**src/common/div_pkg.sv**
```systemverilog
/*
 * Divider package
 * Shared types of the RV32 execute-stage divider: operand width,
 * M-extension divide operations, the pipeline slot contents and
 * the states of the division sequencer
 */
package div_pkg;

	// Default datapath width of the core, RV32
	localparam int XLEN = 32;

	// One operand or result as it travels through the EXE stage
	typedef logic [XLEN-1:0] word_t;

	// Divide operation as decoded in ID
	// Bit 0 set selects unsigned operands
	// Bit 1 set returns the remainder instead of the quotient
	typedef enum logic [1:0] {
		DIV  = 2'd0,
		DIVU = 2'd1,
		REM  = 2'd2,
		REMU = 2'd3
	} div_op_t;

	// Contents of one pipeline slot, used for both the ID and the EXE slot
	// Valid low marks a bubble, the other fields are then don't care
	typedef struct packed {
		logic    valid;
		div_op_t op;
		word_t   opa;
		word_t   opb;
	} div_req_t;

	// Sequencer states
	// RESET is left one cycle after reset
	// WAIT looks for a valid operation in the EXE slot
	// DIVIDING runs until the core reports done
	// DONE presents the result for a single cycle and releases the stall
	typedef enum logic [1:0] {
		RESET    = 2'd0,
		WAIT     = 2'd1,
		DIVIDING = 2'd2,
		DONE     = 2'd3
	} div_state_t;

endpackage

```
**src/divider/div_core.sv**
```systemverilog
`timescale 1ns/1ps
/*
 * Radix-2 restoring divider core
 * Divides one operand pair per start pulse, signed or unsigned.
 * Magnitudes are divided over XLEN shift-subtract steps, then one
 * more cycle applies the result signs. Divide-by-zero and signed
 * overflow fall out of the datapath with the RISC-V results.
 */
module div_core import div_pkg::*; #(
	parameter int XLEN = div_pkg::XLEN
) (
	input  logic  CLK,
	input  logic  nrst,
	input  logic  start,
	input  logic  is_signed,
	input  word_t dividend,
	input  word_t divisor,
	output logic  busy,
	output logic  done,
	output word_t quotient,
	output word_t remainder
);

	// Counter wide enough to hold XLEN itself
	localparam int CW = $clog2(XLEN + 1);

	// Iteration control
	logic          busy_q;
	logic          fix_q;
	logic          done_q;
	logic [CW-1:0] cnt_q;

	// Datapath state, quo_q starts as the dividend magnitude and is
	// shifted out at the top while the quotient bits enter at the bottom
	word_t rem_q;
	word_t quo_q;
	word_t dvs_q;
	logic  q_neg_q;
	logic  r_neg_q;

	// Operand decode
	logic  a_neg;
	logic  b_neg;
	word_t a_mag;
	word_t b_mag;

	// One restoring step
	logic [XLEN:0] r_shift;
	logic [XLEN:0] r_diff;
	logic          q_bit;

	// Cycle type
	logic load;
	logic step;

	assign load = start & ~busy_q;
	assign step = busy_q & ~fix_q;

	// Sign and magnitude of both operands
	// The most negative value maps onto itself, which is the correct
	// unsigned magnitude 2^(XLEN-1)
	always_comb begin
		a_neg = is_signed & dividend[XLEN-1];
		b_neg = is_signed & divisor[XLEN-1];
		a_mag = a_neg ? -dividend : dividend;
		b_mag = b_neg ? -divisor : divisor;
	end

	// Shift the next dividend bit into the partial remainder and try
	// the subtraction, a borrow out means the divisor did not fit
	always_comb begin
		r_shift = {rem_q, quo_q[XLEN-1]};
		r_diff  = r_shift - {1'b0, dvs_q};
		q_bit   = ~r_diff[XLEN];
	end

	// Control sequence, load then XLEN steps then one sign-fix cycle
	// done is registered so it lines up with the final result registers
	always_ff @(posedge CLK) begin
		if (!nrst) begin
			busy_q <= 1'b0;
			fix_q  <= 1'b0;
			done_q <= 1'b0;
			cnt_q  <= '0;
		end else begin
			done_q <= 1'b0;
			if (load) begin
				busy_q <= 1'b1;
				cnt_q  <= CW'(XLEN);
			end else if (step) begin
				cnt_q <= cnt_q - CW'(1);
				// Last step this cycle, next cycle fixes the signs
				if (cnt_q == CW'(1)) begin
					fix_q <= 1'b1;
				end
			end else if (fix_q) begin
				fix_q  <= 1'b0;
				busy_q <= 1'b0;
				done_q <= 1'b1;
			end
		end
	end

	// Datapath
	// With a zero divisor every step succeeds, so the quotient becomes all
	// ones and the remainder the dividend magnitude. The quotient sign is
	// suppressed in that case and the remainder keeps the dividend sign,
	// which gives back the dividend
	// For the most negative value over minus one the magnitudes give
	// 2^(XLEN-1) rem 0 and equal signs, so the dividend comes back
	always_ff @(posedge CLK) begin
		if (load) begin
			rem_q   <= '0;
			quo_q   <= a_mag;
			dvs_q   <= b_mag;
			q_neg_q <= (a_neg ^ b_neg) & (divisor != '0);
			r_neg_q <= a_neg;
		end else if (step) begin
			rem_q <= q_bit ? r_diff[XLEN-1:0] : r_shift[XLEN-1:0];
			quo_q <= {quo_q[XLEN-2:0], q_bit};
		end else if (fix_q) begin
			// Remainder takes the sign of the dividend
			quo_q <= q_neg_q ? -quo_q : quo_q;
			rem_q <= r_neg_q ? -rem_q : rem_q;
		end
	end

	assign busy      = busy_q;
	assign done      = done_q;
	assign quotient  = quo_q;
	assign remainder = rem_q;

endmodule

```
**src/divider/divider_unit.sv**
```systemverilog
`timescale 1ns/1ps
/*
 * Divider sequencing unit
 * Watches the EXE slot for a divide operation, starts the core and
 * stalls the pipeline until the result is ready. The quotient or the
 * remainder is registered as the result and flagged for one cycle.
 */
module divider_unit import div_pkg::*; #(
	parameter int XLEN = div_pkg::XLEN
) (
	input  logic     CLK,
	input  logic     nrst,
	input  logic     load_hazard,
	input  div_req_t exe_req,
	output logic     div_running,
	output word_t    result,
	output logic     result_valid
);

	// Sequencer state
	div_state_t div_state;
	div_state_t div_nstate;

	// High when a valid operation sits in EXE with no load hazard
	logic start_go;

	// Core interface
	logic  core_done;
	word_t core_quo;
	word_t core_rem;

	// Start is only possible in WAIT, so this is a single-cycle pulse
	// The core has always finished by the time the sequencer is back in WAIT
	assign start_go = (div_state == WAIT) & exe_req.valid & ~load_hazard;

	// Operands come straight from the EXE slot, which is frozen by the
	// stall while the core works
	div_core #(
		.XLEN(XLEN)
	) u_core (
		.CLK      (CLK),
		.nrst     (nrst),
		.start    (start_go),
		.is_signed(~exe_req.op[0]),
		.dividend (exe_req.opa),
		.divisor  (exe_req.opb),
		.busy     (),
		.done     (core_done),
		.quotient (core_quo),
		.remainder(core_rem)
	);

	// State register
	always_ff @(posedge CLK) begin
		if (!nrst) begin
			div_state <= RESET;
		end else begin
			div_state <= div_nstate;
		end
	end

	// Next state
	always_comb begin
		div_nstate = div_state;
		case (div_state)
			RESET: div_nstate = WAIT;
			WAIT: begin
				if (start_go) begin
					div_nstate = DIVIDING;
				end
			end
			DIVIDING: begin
				if (core_done) begin
					div_nstate = DONE;
				end
			end
			DONE: div_nstate = WAIT;
			default: div_nstate = RESET;
		endcase
	end

	// div_running rises in the WAIT cycle that starts the core, one cycle
	// ahead of DIVIDING, so the front of the pipeline freezes at once
	// It drops in DONE, which lets the issue stage take the next operation
	always_comb begin
		div_running = 1'b0;
		case (div_state)
			WAIT:     div_running = start_go;
			DIVIDING: div_running = 1'b1;
			default:  div_running = 1'b0;
		endcase
	end

	// Result is captured as the core reports done, so it is stable
	// throughout the DONE cycle
	// Op bit 1 picks the remainder
	always_ff @(posedge CLK) begin
		if (!nrst) begin
			result <= '0;
		end else if (div_state == DIVIDING && core_done) begin
			result <= exe_req.op[1] ? core_rem : core_quo;
		end
	end

	// One result per operation, DONE lasts exactly one cycle
	assign result_valid = (div_state == DONE);

endmodule

```
**src/verilog/div_issue_stage.sv**
```systemverilog
`timescale 1ns/1ps
/*
 * ID to EXE issue register
 * Holds the operation in the EXE slot and forms the pipeline stall
 * from the divider and the load hazard.
 */
module div_issue_stage import div_pkg::*; #(
	parameter int XLEN = div_pkg::XLEN
) (
	input  logic     CLK,
	input  logic     nrst,
	input  logic     load_hazard,
	input  logic     div_running,
	input  div_req_t id_req,
	output div_req_t exe_req,
	output logic     stall
);

	// Register input, either the new ID operation or the held EXE slot
	div_req_t exe_nxt;

	// The only point where the divider and the load hazard meet
	// While either is high the pipeline front must not advance, and the
	// pipeline keeps id_req steady for as long as this stays high
	assign stall = div_running | load_hazard;

	// An ID operation moves into EXE on the first edge with stall low
	// A divide in progress keeps its operands and op in the EXE slot, which
	// the sequencer reads until the result has been captured
	always_comb begin
		if (stall) begin
			exe_nxt = exe_req;
		end else begin
			exe_nxt = id_req;
		end
	end

	// EXE slot register
	// Reset only marks the slot empty
	// Op and operands of an empty slot are never looked at
	always_ff @(posedge CLK) begin
		if (!nrst) begin
			exe_req.valid <= 1'b0;
		end else begin
			exe_req <= exe_nxt;
		end
	end

endmodule

```
**src/verilog/div_subsystem.sv**
```systemverilog
`timescale 1ns/1ps
/*
 * Divider subsystem of the execute stage
 * Issue register and divider sequencing unit for DIV, DIVU, REM and
 * REMU. Exposes the stall towards the front of the pipeline.
 */
module div_subsystem import div_pkg::*; #(
	parameter int XLEN = div_pkg::XLEN
) (
	input  logic     CLK,
	input  logic     nrst,
	input  logic     load_hazard,
	input  div_req_t id_req,
	output logic     stall,
	output word_t    result,
	output logic     result_valid
);

	// Operation currently in the EXE slot
	div_req_t exe_req;

	// High while the divider holds the pipeline
	logic div_running;

	// ID to EXE register and stall generation
	div_issue_stage #(
		.XLEN(XLEN)
	) u_issue (
		.CLK        (CLK),
		.nrst       (nrst),
		.load_hazard(load_hazard),
		.div_running(div_running),
		.id_req     (id_req),
		.exe_req    (exe_req),
		.stall      (stall)
	);

	// Sequencer with the restoring divider core
	// It sees the same load hazard, which holds off the start
	divider_unit #(
		.XLEN(XLEN)
	) u_div (
		.CLK         (CLK),
		.nrst        (nrst),
		.load_hazard (load_hazard),
		.exe_req     (exe_req),
		.div_running (div_running),
		.result      (result),
		.result_valid(result_valid)
	);

endmodule

```
**config.mk**
```make
export PLATFORM = sky130hd
export DESIGN_NAME = div_subsystem
export DESIGN_NICKNAME = d
export VERILOG_FILES = /design/src/common/div_pkg.sv /design/src/divider/div_core.sv /design/src/divider/divider_unit.sv /design/src/verilog/div_issue_stage.sv /design/src/verilog/div_subsystem.sv
export SDC_FILE = /design/constraint.sdc
export NUM_CORES = 1
export LEC_CHECK = 0
export ABC_AREA = 1
export BUFFER_PORTS_ARGS = -buffer_cell sky130_fd_sc_hd__buf_2
export CAP_MARGIN = 25
export CORE_MARGIN = 10
export CORE_UTILIZATION = 45
export CTS_CLUSTER_DIAMETER = 150
export CTS_CLUSTER_SIZE = 28
export DETAILED_ROUTE_END_ITERATION = 8
export PLACE_DENSITY = 0.74
export SLEW_MARGIN = 15
export SYNTH_ARGS = -nofsm -noshare
export SYNTH_HDL_FRONTEND = slang
export SYNTH_SLANG_ARGS = --single-unit
```
**constraint.sdc**
```tcl
create_clock -name CLK -period 4.2 [get_ports CLK]
set_input_delay 0.84 -clock CLK [delete_from_list [all_inputs] [get_ports CLK]]
set_output_delay 0.84 -clock CLK [all_outputs]
set_load 0.01 [all_outputs]
```
---- Word level (Yosys, flattened, before mapping) ----
Index checks and enable logic that the tools add are counted.
storage, ports and cells
  logic and storage cells ................. 88
  output and inout port bits .............. 34
  register bits after elaboration ......... 208
  input bits .............................. 70
cells by class
  add/sub/neg operators ................... 6
  bitwise operators ....................... 17
  multiplexer cells ....................... 23
  equal/unequal tests ..................... 8
  reductions and logical operators ........ 18
operator list
  cell                                                                    number
  32-bit 2-to-1 mux                                                       11
  32-bit negation                                                         4
  33-bit by 32-bit subtractor with 33-bit output                          1
  32-bit nonzero test                                                     1
  6-bit 2-to-1 mux                                                        2
  2-bit AND reduction                                                     6
  1-bit NOT                                                               8
  2-bit nonzero test                                                      4
  1-bit bitwise AND                                                       7
  6-bit by 1-bit equality test with 1-bit output (second input constant)  1
  1-bit 2-to-1 mux                                                        6
  2-bit != test (second input constant)                                   3
  2-bit case mux with 3 select lines                                      1
  3-bit nonzero test                                                      2
  6-bit by 1-bit subtractor with 6-bit output (second input constant)     1
  2-bit equality test (second input constant)                             2
  2-bit 2-to-1 mux                                                        2
  2-bit OR reduction                                                      2
  3-bit OR reduction                                                      1
  2-bit by 1-bit equality test with 1-bit output (second input constant)  1
  2-bit logical NOT                                                       1
  2-bit by 1-bit != test with 1-bit output (second input constant)        1
  1-bit case mux with 2 select lines                                      1
  1-bit logical AND                                                       1
  2 further kinds                                                         2

---- Depth between registers and ports, before layout ----
Gate-level depths: netlist of the first run.
  word-level depth ........................ 7
  depth in mapped cells ................... 19
  depth with buffers taken out ............ 18

---- Cells and area by module ----
A second synthesis of the first run with hierarchy kept.
second synthesis, totals
  cells, all modules ...................... 2040
  area, all modules ....................... 14800.4 sq um
by module, submodules not included
  module           sequential area each (sq um)  area an instance (sq um)  cells an instance  times used
  div_core         2802.7                        10577.6                   1727               1
  divider_unit     680.7                         2184.6                    237                1
  div_issue_stage  2001.9                        2038.2                    76                 1

---- Least setup slack after synthesis of the first run ----
No wires, ideal clock.
  path kind ............................... input -> register
  start point ............................. input load_hazard
  end point ............................... register, netlist name u_issue.exe_req[0]
  path buffers ............................ 0
  library setup time ...................... 0.490 ns
  data required time ...................... 3.710 ns
  path slack .............................. -0.367 ns
  arrival time ............................ 4.077 ns
  cell stages on the path ................. 8
  cells stage by stage .................... nor2_1 inv_1 nor2_1 inv_1 a21oi_1 nor2_1 inv_1 nor2_1
between the ends
  longest elaborated chain between the ends .. 6
ends and longest elaborated chain
  item                                    RTL line               RTL
  start, declared                         div_subsystem.sv:12    input logic load_hazard,
  1-bit NOT                               divider_unit.sv:34     assign start_go = (div_state == WAIT) & exe_req.valid & ~load_hazard;
  1-bit bitwise AND                       divider_unit.sv:34
  1-bit case mux with 2 select lines      divider_unit.sv:87     case (div_state)
  1-bit bitwise OR *                      div_issue_stage.sv:25  assign stall = div_running | load_hazard;
  via stall                               div_subsystem.sv:14    output logic stall,
  1-bit NOT (no source line) *            n/a
  2-bit AND reduction (no source line) *  n/a
Mark *: on every way through the listed nets, which the timed path passes. The rest lies on a longest branch.
A chain may end at the register's enable or synchronous reset.

---- Final worst setup path of the first run ----
  start point ............................. register u_div.u_core.fix_q
  end point ............................... register u_div.u_core.rem_q[24] (netlist: u_div.u_core.remainder[24])
between the ends
  longest elaborated chain between the ends .. 4
  elaborated cells on any way between the ends .. 6
  those cells by class .................... mux: 1; bitwise: 2; reduce/logical: 3
ends and longest elaborated chain
  item                                  RTL line         RTL
  start, declared                       div_core.sv:29   logic fix_q;
  start signal, assigned                div_core.sv:82   fix_q <= 1'b0;
  start signal, assigned                div_core.sv:94   fix_q <= 1'b1;
  start signal, assigned                div_core.sv:97   fix_q <= 1'b0;
  1-bit NOT                             div_core.sv:57   assign step = busy_q & ~fix_q;
  1-bit bitwise AND                     div_core.sv:57
  2-bit nonzero test (no source line)   n/a
  2-bit AND reduction (no source line)  n/a
  end signal, assigned                  div_core.sv:119  rem_q <= q_bit ? r_diff[XLEN-1:0] : r_shift[XLEN-1:0];
  end signal, assigned                  div_core.sv:124  rem_q <= r_neg_q ? -rem_q : rem_q;
  end, declared                         div_core.sv:35   word_t rem_q;
Several ways; a longest one is shown, not always the timed one.

==> out/metrics.cfg, run 1 <==
[status]
status = completed

[clocking]
cts.htree.levels = 1
cts_resized = 0
postCtsSetupBuffers = 0
cts_tree = done
holdBufCountCts = 0
cts_num_sinks = 208
worstSkewPairLatency_ps = 500
cts_inserted_buffers = 11
cts.clk_slew.worst_paths_ps = 110
clk_path_buf_depth = 3
cts_root_buffer = clkbuf_16

[cells_and_area]
nets = 2256
n_antenna_cell = 0
syn_to_final_growth_pct = 8.78
fillers = 3226
drive_above_1_share = 0.0843
stdcell_area_um2 = 15600

[critical_path]
worstSetupStartpointType = register
cp.required_ps = 4600
cp-end-kind = register
cp_max_fo = 37
critPathArrivalTime_ps = 3260
critPathKind = reg -> reg

[floorplan]
placementRows = 65
die_w_um = 199
io-pin-count = 104
start_util = 0.456
die-height_um = 199
dieArea_um2 = 39500
coreArea_um2 = 31600

[global_route]
grt_pass1_wl_um = 68000
antenna_found_initial = 1
grt_overflow = 0
grt_pass1_vias = 13130
grt_max_degree = 72
grt_use_total = 0.212

[power_and_ir_drop]
peakVddDrop_v = 0.000314
power.total_w = 0.00792
p_per_area_nw_per_um2 = 506
leakagePower_nw = 7.51

[placed_design]
portBuffers = 103
post_dp_cell_area_um2 = 15300
gp_congestion = 0.979
dp_hpwl_um = 33400

[sta]
tightest_slew_ps = 984
final.min_clock_period_ps = 2860
grt_setup_unrepaired = false
fin_skew_ps = 25.2
setup_viol = 0
slew_violations = 0
final_hold_viol_count = 0
timing.fmax_mhz = 349
timing.setup.tns_ps = 0
min_period_over_period = 0.682
slew_headroom = 0.343

[synth]
synth.distinct_cells = 51
syn_nets = 2178
yosys_warnings = 0
synth_seq_area_share = 0.381
synthesis.area_um2 = 14400
synth.ff_latch_count = 208
synthCells = 2066
avgSynthCellArea_um2 = 6.96

[drt]
avgViaCountPerCell = 5.44
totalWireLength_um = 42600
drc = 0
first_pass_iters = 5
wl_per_cell_um = 16.7
vias = 13864
drtIter0Drc = 1554
ant_nets = 0

[min_path]
hold_path.class = reg -> reg

[run]
cap_violations = 0

metal layers:
metal / up-vias / GRT usage / share of wire
met3: 69 / 0.0233 / 0.076
met2: 530 / 0.341 / 0.45
met1: 6406 / 0.296 / 0.45
met4: 0 / 0.0588 / 0.025
li1: 6859 / - / -
met5: - / 0 / 0
Yosys cell counts (all sizes together):
cell | number | area share
o31ai | 5 | 0.0026
and3 | 3 | 0.0013
a32oi | 1 | 0.00061
o221ai | 5 | 0.0030
inv | 379 | 0.099
nand3b | 4 | 0.0021
a21oi | 139 | 0.049
edfxtp | 132 | 0.28
or2 | 9 | 0.0039
o21ai | 146 | 0.051
nand4 | 28 | 0.012
nor2 | 206 | 0.056
xor2 | 50 | 0.030
o211ai | 41 | 0.021
o31a | 1 | 0.00061
a21o | 2 | 0.0010
xnor2 | 13 | 0.0079
clkbuf | 42 | 0.011
o22ai | 5 | 0.0022
a31oi | 4 | 0.0017
a211oi | 2 | 0.0010
nor3b | 3 | 0.0016
dfxtp | 76 | 0.11
o21bai | 2 | 0.0010
nor3 | 26 | 0.0097
fa | 1 | 0.0014
o32ai | 1 | 0.00061
nand2 | 504 | 0.14
nand3 | 165 | 0.060
a31o | 3 | 0.0018
clkinv | 1 | 0.00026
buf | 10 | 0.0046
and2 | 5 | 0.0022
a2111oi | 1 | 0.00061
nor4 | 10 | 0.0044
ha | 41 | 0.036
kinds of logic after synthesis:
group / after synthesis / synth area share
simple gates: 963 / 0.289
fa+ha+maj: 42 / 0.0371
xor+xnor: 63 / 0.0384
buf+inv: 432 / 0.115
flops: 208 / 0.381
compound gates: 358 / 0.139
metrics by stage:
| stage | std cells | utilization | setup WS, ps | hold slack, ps |
|---|---|---|---|---|
| 2_1_floorplan | 2066 | - | 742 | 426 |
| 3_3_place_gp | 2532 | 0.485 | 1330 | 444 |
| 3_5_place_dp | 2533 | 0.486 | 1320 | 459 |
| 4_1_cts | 2550 | 0.496 | 1440 | 476 |
| 5_1_grt | 2550 | 0.496 | 1050 | 493 |
| 6_report | 2550 | 0.496 | 1340 | 470 |
sequential cells by signal, summed over array words and instances, names as in the netlist, 2 cells and up:
name / count
u_div.u_core.quotient: 32
u_div.div_state: 2
u_issue.exe_req: 67
u_div.u_core.remainder: 32
u_div.u_core.dvs_q: 32
u_div.u_core.cnt_q: 6
u_div.result: 32
power breakdown:
| group | internal (W) | switching (W) | leakage [nW] | total [W] |
|---|---|---|---|---|
| clock | 0.000502 | 0.000691 | 0.150 | 0.00119 |
| sequential | 0.00249 | 0.000425 | 1.84 | 0.00292 |
| combinational | 0.00123 | 0.00258 | 5.52 | 0.00381 |
| total | 0.00423 | 0.00370 | 7.51 | 0.00792 |
worst max-delay path, cell delays in order (launching register included):
cell      delay (ps)
dfxtp_1          400
inv_1             70
nand2_1          130
buf_4            330
inv_2             60
nor2_1           100
buf_4            200
clkinv_1         770
o21ai_0          440
inv_1             70
nand2_1           70
inv_1             30
nand2_1           50
inv_1             30
placed cells by master, fill, tap and decap left out, types with 6 or more instances in the layout:
cell type,n
nand2_4,6
nor2_1,194
nand2_1,490
nor2_2,9
clkbuf_16,11
xnor2_1,13
nor4_1,10
o21ai_0,140
or2_2,8
nor3_1,24
buf_4,11
edfxtp_1,132
dfxtp_1,76
nand2_2,8
buf_2,103
xor2_1,50
inv_1,374
a21oi_1,137
nand4_1,28
ha_1,41
o211ai_1,41
nand3_1,162
cell type report:
cell class / count / area (µm²) / share of cell area
clock inverter: 2 / 20.0 / 0.00128
sequential: 208 / 5490 / 0.351
clock buffer: 15 / 290 / 0.0186
tap: 402 / 503 / 0.0322
multi-input combinational: 1426 / 7250 / 0.464
timing repair buffer: 117 / 666 / 0.0425
inverter: 380 / 1430 / 0.0912
final timing paths:
kind / startpoint / endpoint / slack (ps) / depth (start not counted)
worst max-delay path: u_div.u_core.fix_q / u_div.u_core.remainder[24] / 1340 / 13
worst min-delay path: u_issue.exe_req[66] / u_issue.exe_req[66] / 470 / 2
worst max register to register: u_div.u_core.fix_q / u_div.u_core.remainder[24] / 1340 / 13
worst min register to register: u_issue.exe_req[66] / u_issue.exe_req[66] / 470 / 2
No activity file was read; power rests on OpenSTA's default activity.
==> run 2: changes to the inputs <==
- ABC_AREA: 1 -> 0
- PLACE_DENSITY: 0.74 -> 0.72
- clock period: 4.2 -> 2.8 ns (I/O delays scaled with it)
==> out/metrics.cfg, run 2 <==
[status]
status = complete, but fails checks
failed_checks = negative setup slack

[synth]
synth.area.top_cells = edfxtp_1, dfxtp_1, mux2i_1
yosys_warnings = 0
synth_top_area_share = 0.329
netlist_top_cells_count = edfxtp_1, nor2_1, a21oi_1
syn_nets = 1348
synth.ff_latch_count = 208
synth.distinct_cells = 68
synth_edf_count = 132
synthesis.area_um2 = 12000
synth.most_common_cell = edfxtp_1
avgSynthCellArea_um2 = 9.75
yosysTopAreaCell = edfxtp_1
synth-main-ff-cell = edfxtp_1
synthCells = 1236
synth_async_sr_flop_share = 0
synth_seq_area_share = 0.455

[power_and_ir_drop]
leakagePower_nw = 6.07
switching_power_w = 0.00434
internal_power_w = 0.00744
pwr-share-comb = 0.506
clockPowerShare = 0.149
peakVddDrop_v = 0.000491
p_sw_frac = 0.369
p_per_area_nw_per_um2 = 786
p_seq_frac = 0.345

[clocking]
cts_root_buffer = clkbuf_16
clk_path_buf_depth = 3
cts_tree = done
cts.htree.levels = 1
cts_inserted_buffers = 11
worstSkewPairLatency_ps = 490
holdBufCountCts = 0
cts.clk_slew.worst_paths_ps = 120
cts_num_sinks = 208

[drt]
ant_nets = 0
first_pass_iters = 5
wl_per_cell_um = 18.1
avgViaCountPerCell = 5.77
drc = 0
totalWireLength_um = 32700
drtIter0Drc = 801
vias = 10420

[cells_and_area]
drive_above_1_share = 0.256
max_flop_register = u_issue.exe_req
n_antenna_cell = 0
layout_common_cells = buf_4, edfxtp_1, nor2_1
largest_reg_flops = 67
multi_input_area_um2 = 6530
nets = 1578
final_common_cell = buf_4
seqCellArea_um2 = 5490
fillers = 2199
syn_to_final_growth_pct = 24.4

[floorplan]
dieArea_um2 = 33700
io-pin-count = 104
placementRows = 59
die-height_um = 184
start_util = 0.460
coreArea_um2 = 26200
die_w_um = 184

[sta]
slew_headroom = 0.438
setup_viol = 50
timing.fmax_mhz = 307
worst_slack_ps = -462
tightest_slew_ps = 840
holdWs_ps = 240
fin_skew_ps = 31.6
final.min_clock_period_ps = 3260
final_hold_viol_count = 0
slew_violations = 0
min_period_over_period = 1.16
grt_setup_unrepaired = true

[critical_path]
worstSetupStartpointType = register
path_common_cell = or3_4
crit_slowest_cell = or4_4
cp.required_ps = 3030
crit_chain = or4_4 -> or2_4 -> or3_4 -> or2_4 -> or3_4 -> or3_4 -> a21oi_2 -> o22ai_1 -> a221o_1
cp.buffers_inverters = 0
critPathMaxStageDelay_ps = 560
cp_max_fo = 3
cp_top_family = simple AND/OR/NAND/NOR gates
critPathKind = reg -> reg
cp-end-kind = register
critPathArrivalTime_ps = 3490

[placed_design]
gp_congestion = 0.905
portBuffers = 103
pre_cts_slack_ps = -443
dp_hpwl_um = 23200

[min_path]
hold_path.class = in -> reg

[global_route]
antenna_found_initial = 0
grt_pass1_wl_um = 51800
grt_use_total = 0.186
grt_overflow = 0
grt_pass1_vias = 10311
grt_max_degree = 67

[run]
cap_violations = 0

## run 2: cell count changes after synthesis, sizes merged, moves of 18 or more
cell / previous run / this run
nand3: 165 / 19
or3: 0 / 18
nand2: 504 / 71
o21ai: 146 / 56
xnor2: 13 / 68
a21o: 2 / 22
nor2: 206 / 121
nand4: 28 / 1
o211ai: 41 / 11
a211oi: 2 / 44
a21oi: 139 / 100
inv: 379 / 58
mux2i: 0 / 60
## run 2: final timing paths
| check | end | cells after the start | slack, ps | start |
|---|---|---|---|---|
| max | u_div.u_core.quotient[31] | 9 | -460 | u_div.u_core.quotient[5] |
| min | u_issue.exe_req[4] | 1 | 240 | id_req[4] |
| max reg2reg | u_div.u_core.quotient[31] | 9 | -460 | u_div.u_core.quotient[5] |
| min reg2reg | u_div.result[8] | 2 | 500 | u_div.result[8] |
## run 2: kinds of logic (layout without fill, tap and decap cells)
group,after synthesis,after routing,synth area share
buffers and inverters,121,355,0.0378
muxes,60,60,0.0499
adders and majority gates,42,42,0.0442
DFF,208,208,0.455
AOI/OAI and AO/OA,335,335,0.182
xor gates and xnor gates,128,128,0.0931
and+or+nand+nor,342,342,0.138
## run 2: final cells by class
type,count,share of cell area
Multi-Input combinational cell,907,0.436
Sequential cell,208,0.366
Timing Repair Buffer,278,0.134
Tap cell,335,0.0280
Clock buffer,16,0.0196
Inverter,60,0.0150
Clock inverter,1,0.00109
## run 2: through the flow
stage	instances	setup TNS, ps	instance area [µm²]	power [W]	utilization
finish	1805	-10360	15000	0.0118	0.572
global route	1805	-16910	15000	0.0125	0.572
CTS	1798	-11160	14800	0.0116	0.563
detailed placement	1762	-8990	14000	0.00910	0.534
global placement	1762	-6090	14000	0.00899	0.534
floorplan	1236	-944	12100	0.00725	-
## run 2: timing repair
action / in CTS / in global routing
buffers inserted: 16 / 12
gates cloned: 4 / 0
setup endpoints to repair: 44 / 54
gates resized for setup: 66 / 50
pin swaps: 37 / 32
## run 2: routing by layer
layer | vias to the layer above | wire length, µm | GRT usage
li1 | 5000 | - | -
met1 | 5017 | 14000 | 0.235
met2 | 336 | 16000 | 0.320
met3 | 67 | 1890 | 0.0283
met4 | 0 | 895 | 0.0554
met5 | - | 0 | 0
## run 2: power by group through the flow
| stage | logic (W) | clock network (W) | registers, W |
|---|---|---|---|
| after floorplan | 0.00314 | 0 | 0.00412 |
| after global routing | 0.00646 | 0.00190 | 0.00409 |
| after CTS | 0.00577 | 0.00180 | 0.00404 |
| after detailed placement | 0.00500 | 0 | 0.00410 |
| after global placement | 0.00489 | 0 | 0.00410 |
| final | 0.00596 | 0.00176 | 0.00406 |
